`src/source/snoop_fault_pkg.sv`:
```
package snoop_fault_pkg;

    ////////////////////////////////////////
    // Widths
    ////////////////////////////////////////

    // Register-file word
    localparam int REG_W = 32;

    // Snoop address on the AC channel
    localparam int ACE_ADDR_W = 44;

    // Low address bits seen by the window filter
    localparam int FILTER_ADDR_W = 32;

    ////////////////////////////////////////
    // Timing and arming
    ////////////////////////////////////////

    // One delay unit, roughly 1 us at 150 MHz
    localparam int DELAY_UNIT_CYCLES = 150;

    // Snoop-state code that arms the injector
    localparam logic [3:0] INJECTOR_ENABLE_CODE = 4'd10;

    ////////////////////////////////////////
    // Control word encodings
    ////////////////////////////////////////

    typedef enum logic [3:0]
    {
        FUNC_ONE_SHOT   = 4'd0,
        FUNC_CONTINUOUS = 4'd1
    } func_e;

    // Which strobe is withheld, or none for fuzzing
    typedef enum logic [3:0]
    {
        TEST_FUZZING      = 4'd0,
        TEST_HOLD_CRVALID = 4'd1,
        TEST_HOLD_CDVALID = 4'd2,
        TEST_HOLD_CDLAST  = 4'd3
    } test_e;

    typedef struct packed
    {
        logic [13:0] spare;
        logic        con_en;
        logic        osh_en;
        logic        addr_filter_en;
        logic        opcode_filter_en;
        logic [4:0]  crresp;
        func_e       func;
        test_e       test;
        logic        enable;
    } ctrl_fields_t;

    // Same register seen raw or decoded
    typedef union packed
    {
        logic [REG_W-1:0] word;
        ctrl_fields_t     fields;
    } ctrl_reg_u;

    // Snoop response channel towards the interconnect
    typedef struct packed
    {
        logic [4:0] crresp;
        logic       crvalid;
        logic       cdvalid;
        logic       cdlast;
    } snoop_resp_t;

endpackage

```
`src/source/snoop_filter.sv`:
```
`timescale 1ns/1ps

module snoop_filter
(
    input  logic [3:0]                            i_acsnoop,
    input  logic [snoop_fault_pkg::ACE_ADDR_W-1:0] i_acaddr,
    input  snoop_fault_pkg::ctrl_reg_u            i_ctrl,
    input  logic [snoop_fault_pkg::REG_W-1:0]     i_match_opcode,
    input  logic [snoop_fault_pkg::REG_W-1:0]     i_base_addr,
    input  logic [snoop_fault_pkg::REG_W-1:0]     i_addr_size,
    output logic                                  o_pass
);
    import snoop_fault_pkg::*;

    logic [FILTER_ADDR_W-1:0] w_addr_low;
    logic [FILTER_ADDR_W-1:0] w_base;
    logic [FILTER_ADDR_W-1:0] w_limit;
    logic                     w_opcode_hit;
    logic                     w_addr_hit;

    // Opcode match on the low nibble of the match word
    assign w_opcode_hit = (i_acsnoop == i_match_opcode[3:0]);

    ////////////////////////////////////////
    // Address window
    ////////////////////////////////////////

    assign w_addr_low = i_acaddr[FILTER_ADDR_W-1:0];
    assign w_base     = i_base_addr[FILTER_ADDR_W-1:0];

    // Upper bound is exclusive, wraps within the compared width
    assign w_limit    = w_base + i_addr_size[FILTER_ADDR_W-1:0];

    assign w_addr_hit = (w_addr_low >= w_base) && (w_addr_low < w_limit);

    // A disabled filter lets everything through
    assign o_pass = (!i_ctrl.fields.opcode_filter_en || w_opcode_hit) &&
                    (!i_ctrl.fields.addr_filter_en || w_addr_hit);

endmodule

```
`src/source/reply_delay_timer.sv`:
```
`timescale 1ns/1ps

module reply_delay_timer
(
    input  logic                              ace_aclk,
    input  logic                              ace_aresetn,
    input  logic                              i_run,
    input  logic [snoop_fault_pkg::REG_W-1:0] i_delay_units,
    output logic                              o_expired
);
    import snoop_fault_pkg::*;

    logic [2*REG_W-1:0] r_count;
    logic [2*REG_W-1:0] w_target;
    logic               w_match;

    // Delay in clock cycles
    assign w_target = (2*REG_W)'(i_delay_units) * (2*REG_W)'(DELAY_UNIT_CYCLES);

    assign w_match   = (r_count == w_target);
    assign o_expired = i_run && w_match;

    ////////////////////////////////////////
    // Cycle counter
    ////////////////////////////////////////

    always_ff @(posedge ace_aclk)
    begin
        if (!ace_aresetn)
        begin
            r_count <= '0;
        end
        else if (!i_run || w_match)
        begin
            // Idle or just expired, start over from zero
            r_count <= '0;
        end
        else
        begin
            r_count <= r_count + 1'b1;
        end
    end

endmodule

```
`src/source/fault_reply_sequencer.sv`:
```
`timescale 1ns/1ps

module fault_reply_sequencer
(
    input  logic                              ace_aclk,
    input  logic                              ace_aresetn,
    input  logic                              i_acvalid,
    input  logic                              i_crready,
    input  logic [3:0]                        i_snoop_state,
    input  snoop_fault_pkg::ctrl_reg_u        i_ctrl,
    input  logic                              i_pass,
    input  logic                              i_delay_expired,
    output logic                              o_acready,
    output logic                              o_capture,
    output logic                              o_delay_run,
    output snoop_fault_pkg::snoop_resp_t      o_resp,
    output logic                              o_reply,
    output logic                              o_end,
    output logic [snoop_fault_pkg::REG_W-1:0] o_status
);
    import snoop_fault_pkg::*;

    typedef enum logic [3:0]
    {
        ST_IDLE        = 4'd0,
        ST_FILTER      = 4'd1,
        ST_FUNCTION    = 4'd2,
        ST_DUMMY_REPLY = 4'd3,
        ST_FAULT_WAIT  = 4'd4,
        ST_RESPONSE    = 4'd5,
        ST_DELAY       = 4'd6,
        ST_END_REPLY   = 4'd7
    } state_e;

    state_e      r_state;
    snoop_resp_t r_resp;
    logic        r_reply;
    logic        r_end;
    logic        r_osh_done;
    logic        r_one_shot;
    logic        r_ends_op;

    ////////////////////////////////////////
    // Request acceptance
    ////////////////////////////////////////

    assign o_acready = (r_state == ST_IDLE);

    // Armed, not finished, and a snoop is offered
    assign o_capture = o_acready && i_acvalid &&
                       (i_snoop_state == INJECTOR_ENABLE_CODE) && !r_end;

    assign o_delay_run = (r_state == ST_DELAY);

    assign o_resp   = r_resp;
    assign o_reply  = r_reply;
    assign o_end    = r_end;
    assign o_status = {{(REG_W-1){1'b0}}, r_osh_done};

    ////////////////////////////////////////
    // Reply FSM
    ////////////////////////////////////////

    always_ff @(posedge ace_aclk)
    begin
        if (!ace_aresetn)
        begin
            r_state    <= ST_IDLE;
            r_resp     <= '0;
            r_reply    <= 1'b0;
            r_end      <= 1'b0;
            r_osh_done <= 1'b0;
            r_one_shot <= 1'b0;
            r_ends_op  <= 1'b0;
        end
        else
        begin
            case (r_state)
                ST_IDLE:
                begin
                    r_reply <= 1'b0;
                    if (o_capture)
                    begin
                        r_state <= ST_FILTER;
                    end
                    // Sticky bits are released only from idle
                    if (r_osh_done && !i_ctrl.fields.osh_en)
                    begin
                        r_osh_done <= 1'b0;
                    end
                    if (r_end && !i_ctrl.fields.enable)
                    begin
                        r_end <= 1'b0;
                    end
                end
                ST_FILTER:
                begin
                    r_state <= i_pass ? ST_FUNCTION : ST_DUMMY_REPLY;
                end
                ST_FUNCTION:
                begin
                    r_one_shot <= 1'b0;
                    r_state    <= ST_DUMMY_REPLY;
                    case (i_ctrl.fields.func)
                        FUNC_ONE_SHOT:
                        begin
                            if (!r_osh_done && i_ctrl.fields.osh_en)
                            begin
                                r_one_shot <= 1'b1;
                                r_state    <= ST_FAULT_WAIT;
                            end
                        end
                        FUNC_CONTINUOUS:
                        begin
                            if (i_ctrl.fields.con_en)
                            begin
                                r_state <= ST_FAULT_WAIT;
                            end
                        end
                        default:
                        begin
                            r_state <= ST_DUMMY_REPLY;
                        end
                    endcase
                end
                ST_DUMMY_REPLY:
                begin
                    // Plain response with crvalid only
                    if (i_crready)
                    begin
                        r_resp.crresp  <= 5'd0;
                        r_resp.crvalid <= 1'b1;
                        r_ends_op      <= 1'b0;
                        r_state        <= ST_END_REPLY;
                    end
                end
                ST_FAULT_WAIT:
                begin
                    if (i_crready)
                    begin
                        // Last fault when one-shot or continuous got switched off
                        r_ends_op <= r_one_shot || !i_ctrl.fields.con_en;
                        r_state   <= ST_RESPONSE;
                    end
                end
                ST_RESPONSE:
                begin
                    if (r_one_shot)
                    begin
                        r_osh_done <= 1'b1;
                    end
                    r_resp.crresp <= i_ctrl.fields.crresp;
                    case (i_ctrl.fields.test)
                        TEST_FUZZING:
                        begin
                            r_resp.crvalid <= 1'b1;
                            r_resp.cdvalid <= 1'b1;
                            r_resp.cdlast  <= 1'b1;
                            r_state        <= ST_END_REPLY;
                        end
                        TEST_HOLD_CRVALID:
                        begin
                            r_resp.cdvalid <= 1'b1;
                            r_resp.cdlast  <= 1'b1;
                            r_state        <= ST_DELAY;
                        end
                        TEST_HOLD_CDVALID:
                        begin
                            r_resp.crvalid <= 1'b1;
                            r_resp.cdlast  <= 1'b1;
                            r_state        <= ST_DELAY;
                        end
                        TEST_HOLD_CDLAST:
                        begin
                            r_resp.crvalid <= 1'b1;
                            r_resp.cdvalid <= 1'b1;
                            r_state        <= ST_DELAY;
                        end
                        default:
                        begin
                            // Unknown test leaves the strobes as they are
                            r_state <= ST_END_REPLY;
                        end
                    endcase
                end
                ST_DELAY:
                begin
                    if (i_delay_expired)
                    begin
                        // Release the withheld strobe but never crvalid
                        case (i_ctrl.fields.test)
                            TEST_HOLD_CDVALID:
                            begin
                                r_resp.cdvalid <= 1'b1;
                            end
                            TEST_HOLD_CDLAST:
                            begin
                                r_resp.cdlast <= 1'b1;
                            end
                        endcase
                        r_state <= ST_END_REPLY;
                    end
                end
                ST_END_REPLY:
                begin
                    r_resp.crvalid <= 1'b0;
                    r_resp.cdvalid <= 1'b0;
                    r_resp.cdlast  <= 1'b0;
                    r_reply        <= 1'b1;
                    if (r_ends_op)
                    begin
                        r_end <= 1'b1;
                    end
                    r_state <= ST_IDLE;
                end
                default:
                begin
                    r_state <= ST_IDLE;
                end
            endcase
        end
    end

endmodule

```
`src/source/snoop_fault_injector.sv`:
```
`timescale 1ns/1ps

module snoop_fault_injector
(
    input  logic                                   ace_aclk,
    input  logic                                   ace_aresetn,
    input  logic                                   i_acvalid,
    input  logic [3:0]                             i_acsnoop,
    input  logic [snoop_fault_pkg::ACE_ADDR_W-1:0] i_acaddr,
    input  logic                                   i_crready,
    input  logic [3:0]                             i_snoop_state,
    input  snoop_fault_pkg::ctrl_reg_u             i_ctrl,
    input  logic [snoop_fault_pkg::REG_W-1:0]      i_delay_reg,
    input  logic [snoop_fault_pkg::REG_W-1:0]      i_match_opcode_reg,
    input  logic [snoop_fault_pkg::REG_W-1:0]      i_base_addr_reg,
    input  logic [snoop_fault_pkg::REG_W-1:0]      i_addr_size_reg,
    output logic                                   o_acready,
    output snoop_fault_pkg::snoop_resp_t           o_resp,
    output logic                                   o_reply,
    output logic                                   o_end,
    output logic [snoop_fault_pkg::REG_W-1:0]      o_status
);
    import snoop_fault_pkg::*;

    logic [3:0]            r_acsnoop;
    logic [ACE_ADDR_W-1:0] r_acaddr;
    logic                  w_capture;
    logic                  w_pass;
    logic                  w_delay_run;
    logic                  w_delay_expired;

    // Snoop request held for the filter
    always_ff @(posedge ace_aclk)
    begin
        if (w_capture)
        begin
            r_acsnoop <= i_acsnoop;
            r_acaddr  <= i_acaddr;
        end
    end

    snoop_filter u_filter
    (
        .i_acsnoop      (r_acsnoop),
        .i_acaddr       (r_acaddr),
        .i_ctrl         (i_ctrl),
        .i_match_opcode (i_match_opcode_reg),
        .i_base_addr    (i_base_addr_reg),
        .i_addr_size    (i_addr_size_reg),
        .o_pass         (w_pass)
    );

    reply_delay_timer u_timer
    (
        .ace_aclk      (ace_aclk),
        .ace_aresetn   (ace_aresetn),
        .i_run         (w_delay_run),
        .i_delay_units (i_delay_reg),
        .o_expired     (w_delay_expired)
    );

    fault_reply_sequencer u_sequencer
    (
        .ace_aclk        (ace_aclk),
        .ace_aresetn     (ace_aresetn),
        .i_acvalid       (i_acvalid),
        .i_crready       (i_crready),
        .i_snoop_state   (i_snoop_state),
        .i_ctrl          (i_ctrl),
        .i_pass          (w_pass),
        .i_delay_expired (w_delay_expired),
        .o_acready       (o_acready),
        .o_capture       (w_capture),
        .o_delay_run     (w_delay_run),
        .o_resp          (o_resp),
        .o_reply         (o_reply),
        .o_end           (o_end),
        .o_status        (o_status)
    );

endmodule

```
`config.mk`:
```
export PLATFORM = sky130hd
export DESIGN_NAME = snoop_fault_injector
export DESIGN_NICKNAME = d
export VERILOG_FILES = /design/src/source/snoop_fault_pkg.sv /design/src/source/snoop_filter.sv /design/src/source/reply_delay_timer.sv /design/src/source/fault_reply_sequencer.sv /design/src/source/snoop_fault_injector.sv
export SDC_FILE = /design/constraint.sdc
export NUM_CORES = 1
export LEC_CHECK = 0
export BUFFER_PORTS_ARGS = -buffer_cell sky130_fd_sc_hd__buf_4
export CORE_MARGIN = 8
export CORE_UTILIZATION = 30
export CTS_BUF_LIST = sky130_fd_sc_hd__clkbuf_4
export CTS_CLUSTER_SIZE = 14
export DETAILED_ROUTE_END_ITERATION = 8
export SKIP_CTS_REPAIR_TIMING = 1
export SLEW_MARGIN = 20
export SYNTH_ARGS = -nofsm -noshare
export SYNTH_HDL_FRONTEND = slang
export SYNTH_SLANG_ARGS = --single-unit
export TNS_END_PERCENT = 100
```
`constraint.sdc`:
```
create_clock -name ace_aclk -period 7.59 [get_ports ace_aclk]
set_input_delay 0.759 -clock ace_aclk [delete_from_list [all_inputs] [get_ports ace_aclk]]
set_output_delay 0.759 -clock ace_aclk [all_outputs]
set_load 0.02 [all_outputs]
```
Yosys cells after proc, flatten, opt, wreduce, memory -nomap -nowiden:

Index checks and enable logic that the tools add are counted.

* flip-flop bits (word level): 117
* memories: 0
* memory bits (writable): 0
* latch bits: 0
* word-level logic and storage cells: 121
* bits in read-only memories: 0
* input bits: 216

* reductions and logical operators: 43
* bitwise operators: 1
* multiplexer cells: 32
* $add $sub $neg: 2
* divide/modulo/power cells: 0
* $lt $le $gt $ge: 2
* $mul: 1
* equal/unequal tests: 27
* shift operators: 0

Operators with widths (count)
* 64-bit by 1-bit adder with 64-bit output (second input constant): 1
* 64-bit by 40-bit equality test with 1-bit output: 1
* 32-bit by 7-bit multiplier with 39-bit output (second input constant): 1
* 32-bit adder: 1
* 32-bit >= comparator: 1
* 32-bit < comparator: 1
* 4-bit one-hot mux with 7 select lines: 1
* 4-bit by 2-bit equality test with 1-bit output (second input constant): 4
* 4-bit by 3-bit equality test with 1-bit output (second input constant): 4
* 4-bit 2-to-1 mux: 4
* 2-bit != test (second input constant): 8
* 1-bit 2-to-1 mux: 15
* 4-bit by 1-bit equality test with 1-bit output (second input constant): 3
* 4-bit zero test: 3
* 3-bit AND reduction: 4
* 4-bit AND reduction: 3
* 3-bit OR reduction: 4
* 2-bit by 1-bit != test with 1-bit output (second input constant): 5
* 5-bit one-hot mux with 2 select lines: 1
* 1-bit logical AND: 9
* 1-bit zero test: 8
* 1-bit one-hot mux with 2 select lines: 4
* 4-bit one-hot mux with 2 select lines: 1
* 2-bit nonzero test: 4
* other kinds (12): 17

Logic depth before layout (Yosys ltp):

* depth in word-level cells: 7
* gate-level depth with buffers: 23
* depth with buffers taken out: 23

Hierarchy:

A second synthesis with hierarchy kept.

* cells, all modules: 1641
* area total of the unflattened synthesis: 14452.6 um^2

By module, submodules not included
* reply_delay_timer: times used 1, cells an instance 1005, area an instance 8595.7 um^2
* snoop_filter: times used 1, cells an instance 447, area an instance 3300.7 um^2
* snoop_fault_injector: times used 1, cells an instance 48, area an instance 1441.4 um^2
* fault_reply_sequencer: times used 1, cells an instance 141, area an instance 1114.8 um^2

Least setup slack after synthesis:

No wires, ideal clock.

* path type: input to register
* start point: input i_delay_reg[4] in the netlist's numbering
* end point: register u_timer.r_count[54]
* stages: 20
* buffers on the path: 3
* setup slack: 2.376 ns
* arrival time: 5.076 ns
* required time: 7.452 ns
* cell sequence: ha_1 ha_1 inv_1 fa_1 inv_1 fa_1 ha_1 buf_2 and3_1 a221o_2 nand2_1 mux2_1 a2111oi_2 nand4_1 nor4_1 nand4_1 nor2_2 buf_6 buf_12 nor3_2

* word-level cells in the longest chain between the ends: 4

RTL lines
* from (decl): line snoop_fault_injector.sv:13 `input logic [snoop_fault_pkg::REG_W-1:0] i_delay_reg,`
* 32-bit by 7-bit multiplier with 39-bit output: line reply_delay_timer.sv:18 `assign w_target = (2*REG_W)'(i_delay_units) * (2*REG_W)'(DELAY_UNIT_CYCLES);`
* 64-bit by 40-bit equality test with 1-bit output: line reply_delay_timer.sv:20 `assign w_match = (r_count == w_target);`
* 1-bit logical OR: line reply_delay_timer.sv:33 `else if (!i_run || w_match)`
* 2-bit OR reduction (no source line)
* to (signal assigned): line reply_delay_timer.sv:40 `r_count <= r_count + 1'b1;`
* to (decl): line reply_delay_timer.sv:13 `logic [2*REG_W-1:0] r_count;`

No other way between the ends.
A chain may end at the register's enable or synchronous reset.

Final worst setup path:

* start point: input i_delay_reg[28] in the netlist's numbering
* end point: register u_timer.r_count[4]

Same word-level chain as after synthesis.

==> impl_metrics.env <==
export IMPL_areaGrowthSynthToFinish_pct=14.67
export IMPL_fill_cells=4767
export IMPL_grtUsageTotal=0.1413
export IMPL_root_buffer="clkbuf_4"
export IMPL_synth_top_family_by_area="adder cells"
export IMPL_required_ns=7.99
export IMPL_worstMarginPinSlew_ns=0.9534
export IMPL_layout_min_cycle_time_ns=5.640
export IMPL_boundaryPins=259
export IMPL_multi_input_area_um2=10000
export IMPL_gr_total_overflow=0
export IMPL_die_area_um2=53070
export IMPL_vdd_ir_drop_max_uv=92.72
export IMPL_yosys_mux_area_fraction=0.006806
export IMPL_synthCells=1604
export IMPL_wl_um=38370
export IMPL_finalPower_uw=3363
export IMPL_port_buffers=173
export IMPL_worstPathCellList="buf_4 > ha_1 > ha_1 > inv_1 > fa_1 > inv_1 > fa_1 > ha_1 > a21oi_1 > o21ai_1 > o31ai_1 > o211ai_1 > a2111oi_2 > nand4_1 > nor4_1 > nand4_1 > nor2_4 > buf_12 > nor3_1"
export IMPL_end_kind="flip-flop"
export IMPL_hp_class="in -> reg"
export IMPL_skew_ns=0.03175
export IMPL_crit_fanout=66
export IMPL_synth_async_sr_flop_share=0
export IMPL_post_route_drc_count=0
export IMPL_num_rows=78
export IMPL_drt_pass1_iter_count=5
export IMPL_synth_edf_count=36
export IMPL_maxCapViolCount=0
export IMPL_ant_nets=0
export IMPL_critical_path_class="in -> reg"
export IMPL_synthSimpleGateAreaFrac=0.1993
export IMPL_nets=2229
export IMPL_p_leak_uw=0.006945
export IMPL_tns_ns=0
export IMPL_timing_rr_start="u_timer.r_count[13]"
export IMPL_grt_pass1_wl_um=62660
export IMPL_ff2ff_setup_slack_ns=4.14
export IMPL_grt_start_max_net_pins=67
export IMPL_antenna_found_initial=3
export IMPL_regArea_um2=2683
export IMPL_final_common_cell="ha_1"
export IMPL_cts_tree="yes"
export IMPL_clkTransAtPathRegs_ns=0.14
export IMPL_synth_adder_area_share=0.2664
export IMPL_die_h_um=230.4
export IMPL_via_per_inst=4.975
export IMPL_synth_xor_area_share=0.09084
export IMPL_netlist_cell_type_count=89
export IMPL_yosysWarningCount=0
export IMPL_hold_start="i_acaddr[4]"
export IMPL_cts_sinks=116
export IMPL_reg2reg_depth=10
export IMPL_crit_family="adder cells"
export IMPL_clk_path_buf_depth=2
export IMPL_wl_per_cell_um=16.20
export IMPL_numCtsBuffers=17
export IMPL_vias=11786
export IMPL_status="completed"
export IMPL_ys_seq_elements=116
export IMPL_cp_arrival_ns=6.04
export IMPL_start_util=0.3038
export IMPL_hpwlAfterDp_um=31910
export IMPL_drt_iter0_drc=576
export IMPL_startpoint_type="primary input"
export IMPL_fin_crit_sh=0.7431
export IMPL_die_w_um=230.4
export IMPL_worst_skew_pair_late_latency_ns=0.55
export IMPL_avgSynthCellArea_um2=8.595
export IMPL_final_core_util=0.3484
export IMPL_drive_gt1_frac=0.1563
export IMPL_layout_common_cells="204 x ha_1, 190 x inv_1, 175 x buf_4"
export IMPL_setup_viol=0
export IMPL_drv_slew=0
export IMPL_htree_levels=4
export IMPL_p_per_area_nw_per_um2=212.7
export IMPL_core_area_um2=45380
export IMPL_grt_pass1_vias=12235
export IMPL_crit_path_max_incr_delay_ns=0.53
export IMPL_cp_slowest_cell="fa_1"
export IMPL_crit_reg2reg_capture="u_timer.r_count[4]"
export IMPL_gp_congestion=0.9194
export IMPL_synthFlopType="dfxtp_1"
export IMPL_rsz0062_at_grt="false"
export IMPL_fmax_ghz=0.1773
export IMPL_hold_viol=0
export IMPL_worst_path_most_repeated_cell="ha_1"
export IMPL_crit_buf_inv=4
export IMPL_synthesis_area_um2=13790
export IMPL_synth_compound_area_frac=0.1527
export IMPL_whs_path_depth=1
export IMPL_max_slew_margin_rel=0.3644
export IMPL_hold_end="r_acaddr[4]"
export IMPL_ys_seq_area_frac=0.1946
==> cell usage after synthesis (16+ instances only) <==
cell type | n | share of area
nand4_1 | 46 | 0.021
dfxtp_1 | 80 | 0.12
a211oi_1 | 17 | 0.0093
fa_1 | 56 | 0.081
xor2_1 | 61 | 0.039
edfxtp_1 | 36 | 0.078
inv_1 | 190 | 0.052
clkbuf_1 | 16 | 0.0044
nor3_2 | 40 | 0.029
ha_1 | 204 | 0.19
xnor2_1 | 82 | 0.052
a21oi_1 | 83 | 0.030
a21o_1 | 34 | 0.019
nor4_1 | 18 | 0.0082
nand3_1 | 38 | 0.014
nand2_1 | 114 | 0.031
nor3_1 | 47 | 0.017
buf_4 | 33 | 0.018
buf_2 | 22 | 0.0080
and3_1 | 21 | 0.0095
nor2_1 | 87 | 0.024
o21ai_0 | 51 | 0.019
==> cells by family (layout without fill, tap and decap cells) <==
| kind of cell | after synthesis | count (layout) |
|---|---|---|
| DFF | 116 | 116 |
| muxes | 9 | 9 |
| buffers and inverters | 267 | 399 |
| adders and majority gates | 260 | 260 |
| and+or+nand+nor | 496 | 496 |
| xor gates and xnor gates | 143 | 143 |
| AOI/OAI and AO/OA | 312 | 312 |
| other | 1 | 34 |
==> worst max path at each step <==
stage	startpoint	endpoint	slack, ns	cells after the start
finish	i_delay_reg[28]	u_timer.r_count[4]	1.95	19
global route	i_base_addr_reg[0]	u_sequencer.r_state[0]	1.61	24
CTS	i_delay_reg[10]	u_sequencer.o_resp[1]	2.02	19
detailed placement	i_delay_reg[10]	u_timer.r_count[4]	1.39	19
global placement	i_delay_reg[10]	u_sequencer.o_resp[0]	1.44	19
floorplan	i_delay_reg[4]	u_timer.r_count[54]	2.38	20
==> area by class of cell <==
type | instances | share of cell area
Antenna cell | 3 | 0.0004749
Clock buffer | 17 | 0.008073
Clock inverter | 15 | 0.01076
Inverter | 190 | 0.04511
Multi-Input combinational cell | 1251 | 0.6328
Sequential cell | 116 | 0.1697
Tap cell | 600 | 0.04749
Timing Repair Buffer | 177 | 0.08564
==> per-layer routing <==
| layer | up-vias | global-route usage | share of wire |
|---|---|---|---|
| li1 | 5918 | - | - |
| met1 | 5594 | 0.1832 | 0.46 |
| met2 | 241 | 0.2455 | 0.49 |
| met3 | 33 | 0.01938 | 0.038 |
| met4 | 0 | 0.03425 | 0.015 |
| met5 | - | 0 | 0 |
==> worst register-to-register path, delay by kind of cell (launching register included) <==
kind	cells	cell delay, ns
xor+xnor	1	0.40
flops	1	0.41
buf+inv	1	0.36
simple gates	6	1.41
compound gates	2	0.73
==> registers in the layout (all words and copies together) (netlist names), 3 cells and up <==
register	cells
u_timer.r_count	64
r_acaddr	32
u_sequencer.o_resp	8
r_acsnoop	4
u_sequencer.r_state	3
==> per-stage QoR <==
step / hold slack (ns) / cells / cell area [µm²] / setup WS (ns)
3_3_place_gp: 0.4491 / 2333 / 15480 / 1.440
5_1_grt: 0.2881 / 2369 / 15810 / 1.608
4_1_cts: 0.3148 / 2365 / 15780 / 2.025
3_5_place_dp: 0.4577 / 2333 / 15480 / 1.386
2_1_floorplan: 0.4447 / 1634 / 13900 / 2.376
6_report: 0.3710 / 2369 / 15810 / 1.950
==> report_power, final <==
group	leakage [µW]	total [µW]	switching, µW	internal (µW)
registers	0.000969	672	23.1	649
clock network	0.000162	496	291	205
logic	0.00581	2190	1370	829
No activity file was read; power rests on OpenSTA's default activity.
